===== src/hdl/micro_pkg.sv =====
/* Micro program definitions for the microprogrammed 8-bit arithmetic unit.
   Holds the microword layout, the field encodings and the fixed microaddresses. */

package micro_pkg;

        // Microaddress into the 256-word control store
        typedef logic [7:0] uaddr_t;

        // Fixed entry points of the microprogram
        localparam uaddr_t UADDR_RESET    = 8'h00;  // Flash all-ones
        localparam uaddr_t UADDR_FLASH    = 8'h0C;  // Flash all-zeros
        localparam uaddr_t UADDR_WAIT     = 8'h0D;  // Idle loop on go_bar
        localparam uaddr_t UADDR_DISPATCH = 8'h0E;  // Jump on opcode

        // Branch operations, decoded by the sequencer
        typedef enum logic [3:0] {
                BOP_GO_BAR     = 4'b0100,  // Loop while go_bar high
                BOP_NOT_GO_BAR = 4'b1100,  // Loop while go_bar low
                BOP_COUNT      = 4'b0110,  // Plain step
                BOP_BRANCH     = 4'b1110,  // Unconditional jump
                BOP_OPCODE     = 4'b1111   // Opcode becomes high nibble
        } bop_e;

        // ALU functions
        typedef enum logic [4:0] {
                ALU_ONE       = 5'b11100,  // All ones
                ALU_ZERO      = 5'b10011,  // All zeros
                ALU_A_PLUS_B  = 5'b01001,
                ALU_A_MINUS_B = 5'b00110,  // Needs cin set
                ALU_A_AND_B   = 5'b01011,
                ALU_A_OR_B    = 5'b01110,
                ALU_A_XOR_B   = 5'b00100
        } alu_func_e;

        // ALU result destination
        typedef enum logic [2:0] {
                DEST_F    = 3'b011,  // Load F and carry
                DEST_NONE = 3'b111   // Discard
        } alu_dest_e;

        // Macro opcodes, each selects a routine at {opcode, 4'h1}
        typedef enum logic [3:0] {
                OP_ADD = 4'd3,
                OP_SUB = 4'd7,
                OP_AND = 4'd8,
                OP_OR  = 4'd9,
                OP_XOR = 4'd10
        } opcode_e;

        // 24-bit microword, MSB first
        typedef struct packed {
                alu_dest_e alu_dest;   // [23:21]
                logic      cin;        // [20]
                alu_func_e alu_func;   // [19:15]
                logic      b_source;   // [14] 1 is input_b, 0 is F
                logic      a_source;   // [13] 1 is input_a, 0 is F
                bop_e      bop;        // [12:9]
                logic      count;      // [8] Step when not loading
                uaddr_t    next_addr;  // [7:0]
        } microword_t;

endpackage


===== src/hdl/alu_datapath.sv =====
/* ALU datapath with operand select, function unit and F result register.
   F and the carry flag load when the microword names F as destination. */

module alu_datapath import micro_pkg::*; #(
        parameter int DATA_WIDTH = 8
) (
        input  logic                  clk,
        input  logic                  rst_n,
        input  microword_t            microword,
        input  logic [DATA_WIDTH-1:0] input_a,
        input  logic [DATA_WIDTH-1:0] input_b,
        output logic [DATA_WIDTH-1:0] result,
        output logic                  carry
);

        logic [DATA_WIDTH-1:0] f_reg;     // F result register
        logic                  carry_reg;
        logic [DATA_WIDTH-1:0] a_op;
        logic [DATA_WIDTH-1:0] b_op;
        logic [DATA_WIDTH:0]   cin_ext;   // Carry in, widened
        logic [DATA_WIDTH:0]   sum_ext;   // Adder with carry out on top
        logic [DATA_WIDTH-1:0] alu_res;
        logic                  alu_cout;

        // Operand sources, input or F feedback
        assign a_op = microword.a_source ? input_a : f_reg;
        assign b_op = microword.b_source ? input_b : f_reg;

        assign cin_ext = {{DATA_WIDTH{1'b0}}, microword.cin};

        // Function unit
        always_comb begin
                sum_ext  = '0;
                alu_res  = '1;
                alu_cout = 1'b0;  // Logic ops clear carry
                case (microword.alu_func)
                ALU_ONE:  alu_res = '1;
                ALU_ZERO: alu_res = '0;
                ALU_A_PLUS_B: begin
                        sum_ext  = {1'b0, a_op} + {1'b0, b_op} + cin_ext;
                        alu_res  = sum_ext[DATA_WIDTH-1:0];
                        alu_cout = sum_ext[DATA_WIDTH];
                end
                ALU_A_MINUS_B: begin
                        // Carry set means no borrow
                        sum_ext  = {1'b0, a_op} + {1'b0, ~b_op} + cin_ext;
                        alu_res  = sum_ext[DATA_WIDTH-1:0];
                        alu_cout = sum_ext[DATA_WIDTH];
                end
                ALU_A_AND_B: alu_res = a_op & b_op;
                ALU_A_OR_B:  alu_res = a_op | b_op;
                ALU_A_XOR_B: alu_res = a_op ^ b_op;
                default:     alu_res = '1;  // Treated as ONE
                endcase
        end

        // F and carry
        always_ff @(posedge clk or negedge rst_n) begin
                if (!rst_n) begin
                        f_reg     <= '0;
                        carry_reg <= 1'b0;
                end else if (microword.alu_dest == DEST_F) begin
                        f_reg     <= alu_res;
                        carry_reg <= alu_cout;
                end
        end

        assign result = f_reg;
        assign carry  = carry_reg;

endmodule


===== src/hdl/control_store.sv =====
/* Microcode ROM of 256 words by 24 bits.
   Reset flash, go_bar wait, opcode dispatch and five operation routines. */

module control_store import micro_pkg::*; (
        input  uaddr_t     microaddress,  // Address from sequencer
        output microword_t microword      // Word to sequencer and datapath
);

        // Background word, everything off and step
        localparam microword_t NOP_WORD = '{
                alu_dest:  DEST_NONE,
                cin:       1'b0,
                alu_func:  ALU_ONE,
                b_source:  1'b1,
                a_source:  1'b1,
                bop:       BOP_COUNT,
                count:     1'b1,
                next_addr: UADDR_RESET
        };

        always_comb begin
                microword = NOP_WORD;
                case (microaddress)
                UADDR_RESET: begin                         // Flash ones
                        microword.alu_dest  = DEST_F;
                        microword.bop       = BOP_BRANCH;
                        microword.next_addr = UADDR_FLASH;
                end
                UADDR_FLASH: begin                         // Flash zeros, step to wait
                        microword.alu_dest = DEST_F;
                        microword.alu_func = ALU_ZERO;
                end
                UADDR_WAIT: begin                          // Hold ones until go
                        microword.alu_dest  = DEST_F;
                        microword.bop       = BOP_GO_BAR;
                        microword.next_addr = UADDR_WAIT;  // Loop on itself
                end
                UADDR_DISPATCH: begin
                        microword.alu_dest  = DEST_F;
                        microword.bop       = BOP_OPCODE;
                        microword.next_addr = 8'hF1;       // Low nibble 1 used
                end

                // ADD routine
                {OP_ADD, 4'h1}: begin
                        microword.alu_dest = DEST_F;
                        microword.alu_func = ALU_A_PLUS_B;
                end
                {OP_ADD, 4'h2}: begin                      // Done until release
                        microword.bop       = BOP_NOT_GO_BAR;
                        microword.next_addr = {OP_ADD, 4'h2};
                end
                {OP_ADD, 4'h3}: begin
                        microword.bop       = BOP_BRANCH;
                        microword.next_addr = UADDR_WAIT;
                end

                // SUBTRACT routine, a + ~b + 1
                {OP_SUB, 4'h1}: begin
                        microword.alu_dest = DEST_F;
                        microword.cin      = 1'b1;
                        microword.alu_func = ALU_A_MINUS_B;
                end
                {OP_SUB, 4'h2}: begin
                        microword.bop       = BOP_NOT_GO_BAR;
                        microword.next_addr = {OP_SUB, 4'h2};
                end
                {OP_SUB, 4'h3}: begin
                        microword.bop       = BOP_BRANCH;
                        microword.next_addr = UADDR_WAIT;
                end

                // AND routine
                {OP_AND, 4'h1}: begin
                        microword.alu_dest = DEST_F;
                        microword.alu_func = ALU_A_AND_B;
                end
                {OP_AND, 4'h2}: begin
                        microword.bop       = BOP_NOT_GO_BAR;
                        microword.next_addr = {OP_AND, 4'h2};
                end
                {OP_AND, 4'h3}: begin
                        microword.bop       = BOP_BRANCH;
                        microword.next_addr = UADDR_WAIT;
                end

                // OR routine
                {OP_OR, 4'h1}: begin
                        microword.alu_dest = DEST_F;
                        microword.alu_func = ALU_A_OR_B;
                end
                {OP_OR, 4'h2}: begin
                        microword.bop       = BOP_NOT_GO_BAR;
                        microword.next_addr = {OP_OR, 4'h2};
                end
                {OP_OR, 4'h3}: begin
                        microword.bop       = BOP_BRANCH;
                        microword.next_addr = UADDR_WAIT;
                end

                // XOR routine
                {OP_XOR, 4'h1}: begin
                        microword.alu_dest = DEST_F;
                        microword.alu_func = ALU_A_XOR_B;
                end
                {OP_XOR, 4'h2}: begin
                        microword.bop       = BOP_NOT_GO_BAR;
                        microword.next_addr = {OP_XOR, 4'h2};
                end
                {OP_XOR, 4'h3}: begin
                        microword.bop       = BOP_BRANCH;
                        microword.next_addr = UADDR_WAIT;
                end

                default: begin                             // Unmapped, restart
                        microword.alu_dest  = DEST_F;
                        microword.bop       = BOP_BRANCH;
                        microword.next_addr = UADDR_RESET;
                end
                endcase
        end

endmodule


===== src/hdl/micro_cpu.sv =====
/* Top of the microprogrammed arithmetic unit.
   Sequencer, control store and ALU datapath. */

module micro_cpu import micro_pkg::*; #(
        parameter int DATA_WIDTH = 8
) (
        input  logic                  clk,
        input  logic                  rst_n,
        input  logic                  go_bar,   // Press low to start
        input  opcode_e               opcode,
        input  logic [DATA_WIDTH-1:0] input_a,
        input  logic [DATA_WIDTH-1:0] input_b,
        output logic [DATA_WIDTH-1:0] result,
        output logic                  carry,
        output logic                  idle,     // Ready for go
        output logic                  done      // Result valid until release
);

        uaddr_t     microaddress;  // Sequencer to ROM
        microword_t microword;     // ROM to sequencer and datapath

        micro_sequencer u_micro_sequencer (
                .clk          (clk),
                .rst_n        (rst_n),
                .go_bar       (go_bar),
                .opcode       (opcode),
                .microword    (microword),
                .microaddress (microaddress),
                .idle         (idle),
                .done         (done)
        );

        control_store u_control_store (
                .microaddress (microaddress),
                .microword    (microword)
        );

        alu_datapath #(
                .DATA_WIDTH (DATA_WIDTH)
        ) u_alu_datapath (
                .clk       (clk),
                .rst_n     (rst_n),
                .microword (microword),
                .input_a   (input_a),
                .input_b   (input_b),
                .result    (result),
                .carry     (carry)
        );

endmodule


===== src/hdl/micro_sequencer.sv =====
/* Microsequencer with the micro program counter and a go_bar synchronizer.
   Picks the next microaddress from the branch operation of the current word. */

module micro_sequencer import micro_pkg::*; (
        input  logic       clk,
        input  logic       rst_n,
        input  logic       go_bar,        // Async user request, active low
        input  opcode_e    opcode,        // Stable while go_bar low
        input  microword_t microword,
        output uaddr_t     microaddress,
        output logic       idle,
        output logic       done
);

        logic   go_meta;    // First sync stage
        logic   go_sync;    // Second sync stage
        uaddr_t upc;        // Micro program counter
        uaddr_t upc_step;   // Counted address
        uaddr_t upc_next;

        // Two-flop synchronizer, resets to released
        always_ff @(posedge clk or negedge rst_n) begin
                if (!rst_n) begin
                        go_meta <= 1'b1;
                        go_sync <= 1'b1;
                end else begin
                        go_meta <= go_bar;
                        go_sync <= go_meta;
                end
        end

        assign upc_step = microword.count ? upc + 8'd1 : upc;  // Hold when count clear

        // Next address select
        always_comb begin
                case (microword.bop)
                BOP_BRANCH: upc_next = microword.next_addr;
                BOP_GO_BAR: begin
                        if (go_sync)
                                upc_next = microword.next_addr;  // Still waiting
                        else
                                upc_next = upc_step;             // Go seen
                end
                BOP_NOT_GO_BAR: begin
                        if (!go_sync)
                                upc_next = microword.next_addr;  // Still held
                        else
                                upc_next = upc_step;             // Released
                end
                BOP_OPCODE: upc_next = {opcode, microword.next_addr[3:0]};
                default:    upc_next = upc_step;                 // BOP_COUNT and others
                endcase
        end

        always_ff @(posedge clk or negedge rst_n) begin
                if (!rst_n)
                        upc <= UADDR_RESET;
                else
                        upc <= upc_next;
        end

        assign microaddress = upc;

        // Status from the wait words
        assign idle = (microword.bop == BOP_GO_BAR);
        assign done = (microword.bop == BOP_NOT_GO_BAR);

endmodule


===== config.mk =====
export PLATFORM = sky130hd
export DESIGN_NAME = micro_cpu
export DESIGN_NICKNAME = d
export VERILOG_FILES = /design/src/hdl/micro_pkg.sv /design/src/hdl/alu_datapath.sv /design/src/hdl/control_store.sv /design/src/hdl/micro_cpu.sv /design/src/hdl/micro_sequencer.sv
export SDC_FILE = /design/constraint.sdc
export NUM_CORES = 1
export LEC_CHECK = 0
export ABC_CLOCK_PERIOD_IN_PS = 2950
export BUFFER_PORTS_ARGS = -buffer_cell sky130_fd_sc_hd__buf_2
export CELL_PAD_IN_SITES_DETAIL_PLACEMENT = 1
export CELL_PAD_IN_SITES_GLOBAL_PLACEMENT = 2
export CORE_MARGIN = 10
export CORE_UTILIZATION = 31
export DETAILED_ROUTE_END_ITERATION = 12
export PLACE_DENSITY = 0.73
export SYNTH_ARGS = -nofsm -noshare
export SYNTH_HDL_FRONTEND = slang
export SYNTH_SLANG_ARGS = --single-unit

===== constraint.sdc =====
create_clock -name clk -period 2.95 [get_ports clk]
set_input_delay 0.59 -clock clk [delete_from_list [all_inputs] [get_ports clk]]
set_output_delay 0.59 -clock clk [all_outputs]
set_load 0.005 [all_outputs]

==> out/results.ini <==
[outcome]
outcome = completed

[grt]
grt_pass1_vias = 2553
grt_max_degree = 26
use_met1_pct = 16.5
grt_pass1_wl_mm = 12.9
grt_busiest_layer = met2
antenna_found_initial = 0
overflow = 0
met3_usage_pct = 1.47
met2_usage_pct = 24.2
grtUsageTotal_pct = 13.3

[yosys]
async_flop_share_pct = 100
syn_area_per_cell_um2 = 8.12
synth_area_um2 = 2430
yosys_warnings = 0
synth_fp_nets = 354
synth-edff-count = 0
synth_ff_type = dfrtp_1
ys_types = 66
synth_seq_cells = 19
seq_area_frac_synth_pct = 19.6
synthCells = 300

[floorplan]
die_w_um = 109
fp-row-count = 32
initial_core_util_pct = 31.7
pin_count = 34
core_area_um2 = 7690
dieHeight_um = 109
die_area_um2 = 11800

[sta]
clock.fmax_ghz = 0.361
setup_viol = 0
final_critical_path_setup_slack_ns = 0.181
slew_viol_final = 0
slew_headroom_pct = 20.2
whs_ns = 0.268
period_needed_ns = 2.77
rsz0062_at_grt = true
post-route-period-util_pct = 93.9
report.final.hold_viol_count = 0
tightest_slew_ns = 1.19
finalClockSkew_ns = 0.0107

[power_and_ir_drop]
power_density_nw_per_um2 = 485
total_power_mw = 1.40
vdd_drop_max_mv = 0.155
p_leak_nw = 1.20

[placed_design]
dpl.hpwl_mm = 6.20
io_buffer_count = 33
dpl_cell_area_um2 = 2810
dp.cells = 435
gp_congestion = 0.880
pre_cts_slack_ns = 0.0425

[layout]
fill_cells = 973
nets = 393
antenna_cells = 0
finalNonFillerCells = 440
drive_above_1_share_pct = 25.7
syn_to_final_growth_pct = 18.5
fin_area_um2 = 2890

[flow_run]
cap_violations = 0

[drt]
viasPerCell = 5.35
wl_per_cell_um = 17.6
dr.pass1.iters = 4
dr.first_iter.drc_count = 78
drc = 0
wl_mm = 7.76
route.vias.total = 2356
detail-route-antenna-nets = 0

[clocking]
tritoncts.num_buffers = 3
ctsHtreeMaxLevel = 1
cts.sinks = 19
cts_root_buffer = clkbuf_8
cts_tree = built
hold_buffers = 0
path_clk_slew_ns = 0.08
cts_buffer_depth = 2
clock_latency_ns = 0.26

[critical_path]
cp.required_ns = 3.13
setup.worst_path.end_class = flop
cp_max_fo = 3
cp-start-kind = flop
worst_ep_arrival_time_ns = 2.95
timing_worst_setup_path_type = flop to flop

[hold_path]
hold_path.class = primary input to async pin

==> per-stage QoR <==
| step | setup TNS, ns | utilization, % |
|---|---|---|
| global placement | 0 | 36.5 |
| floorplan | 0 | - |
| CTS | 0 | 37.1 |
| finish | 0 | 37.5 |
| detailed placement | 0 | 36.5 |
| global route | -0.0147 | 37.5 |
==> report_power, final <==
group          leakage, nW  internal (mW)  switching, mW
Combinational        0.959          0.364          0.472
Sequential           0.218          0.327         0.0452
Clock               0.0228         0.0962         0.0953
==> final timing paths <==
path	slack, ns	to	depth (start not counted)	from
worst max-delay path	0.18	u_alu_datapath.carry	14	u_micro_sequencer.microaddress[1]
worst max register to register	0.18	u_alu_datapath.carry	14	u_micro_sequencer.microaddress[1]
max in group asynchronous	2.32	u_micro_sequencer.go_meta	1	rst_n
min in group clk	0.36	u_micro_sequencer.go_sync	0	u_micro_sequencer.go_meta
worst min register to register	0.36	u_micro_sequencer.go_sync	0	u_micro_sequencer.go_meta
worst min-delay path	0.27	u_micro_sequencer.microaddress[4]	1	rst_n
==> area by class of cell <==
class                           instances  area, µm²  area share [%]
Timing Repair Buffer                   52        308            10.7
Clock buffer                            4       45.0            1.56
Multi-Input combinational cell        239       1840            63.7
Inverter                               24       90.1            3.12
Sequential cell                        19        478            16.6
Tap cell                              102        128            4.42
==> routing by layer <==
layer / vias up / wire length [µm]
met5: - / 0
met4: 0 / 76
met3: 4 / 151
met2: 21 / 3990
met1: 1181 / 3540
li1: 1150 / -
==> kinds of logic (layout without fill, tap and decap cells) <==
kind of cell,count (synthesis),count (layout),share of synthesized area (%)
AOI/OAI and AO/OA,97,97,28.7
xor gates and xnor gates,14,14,5.04
adders and majority gates,31,31,17.2
buffers and inverters,42,80,7.04
DFF,19,19,19.6
muxes,6,6,2.57
and+or+nand+nor,91,91,19.9
==> cell usage after synthesis, types with 2 or more instances <==
library cell	n	area, µm²
and3_1	4	25.0
clkbuf_1	10	37.5
a2bb2oi_1	2	17.5
nor3b_1	2	15.0
buf_1	2	7.51
o21ai_1	2	10.0
mux2i_1	4	40.0
inv_1	24	90.1
nor3_1	5	25.0
a31oi_1	10	62.6
buf_2	5	25.0
o31ai_1	2	15.0
dfrtp_1	17	425
a211oi_1	9	67.6
nand3_1	5	25.0
nand2b_1	2	12.5
xnor2_1	10	87.6
nor4_1	2	12.5
o211ai_1	5	37.5
nand3b_1	3	22.5
nor2b_1	6	37.5
a221oi_1	2	17.5
a21oi_1	24	120
nand2_1	11	41.3
fa_1	4	80.1
o22ai_2	2	25.0
a41oi_1	2	17.5
and2_1	5	31.3
o21a_1	3	22.5
xor2_1	4	35.0
o22ai_1	2	12.5
o21bai_1	3	22.5
nor2_1	33	124
o21ai_0	14	70.1
ha_1	27	338
dfstp_2	2	52.6
mux2_2	2	22.5
==> critical path, cell delays in order, from the launching register on <==
cell	delay, ns
dfrtp_1	0.39
inv_2	0.10
ha_4	0.14
nand3_1	0.08
nor4_2	0.19
and2_1	0.19
inv_1	0.09
fa_2	0.36
fa_2	0.35
nor3_2	0.15
o31ai_1	0.12
a21oi_1	0.16
o21ba_2	0.14
o21ai_0	0.07
a31oi_1	0.16
==> cells in the final DEF (no fill, tap or decap), types with 6 or more instances in the layout <==
master,instances
o21ai_0,13
buf_2,33
a21oi_1,24
dfrtp_1,17
xnor2_1,10
nand2_1,11
nor2b_1,6
a31oi_1,10
a211oi_1,8
inv_1,23
buf_4,19
ha_1,26
nor2_1,33
==> what timing repair did <==
| action | CTS | global route |
|---|---|---|
| setup buffers | 0 | 1 |
| endpoints found under the setup margin | 0 | 6 |
| resized for setup | 0 | 8 |
No activity file was read; power rests on OpenSTA's default activity.
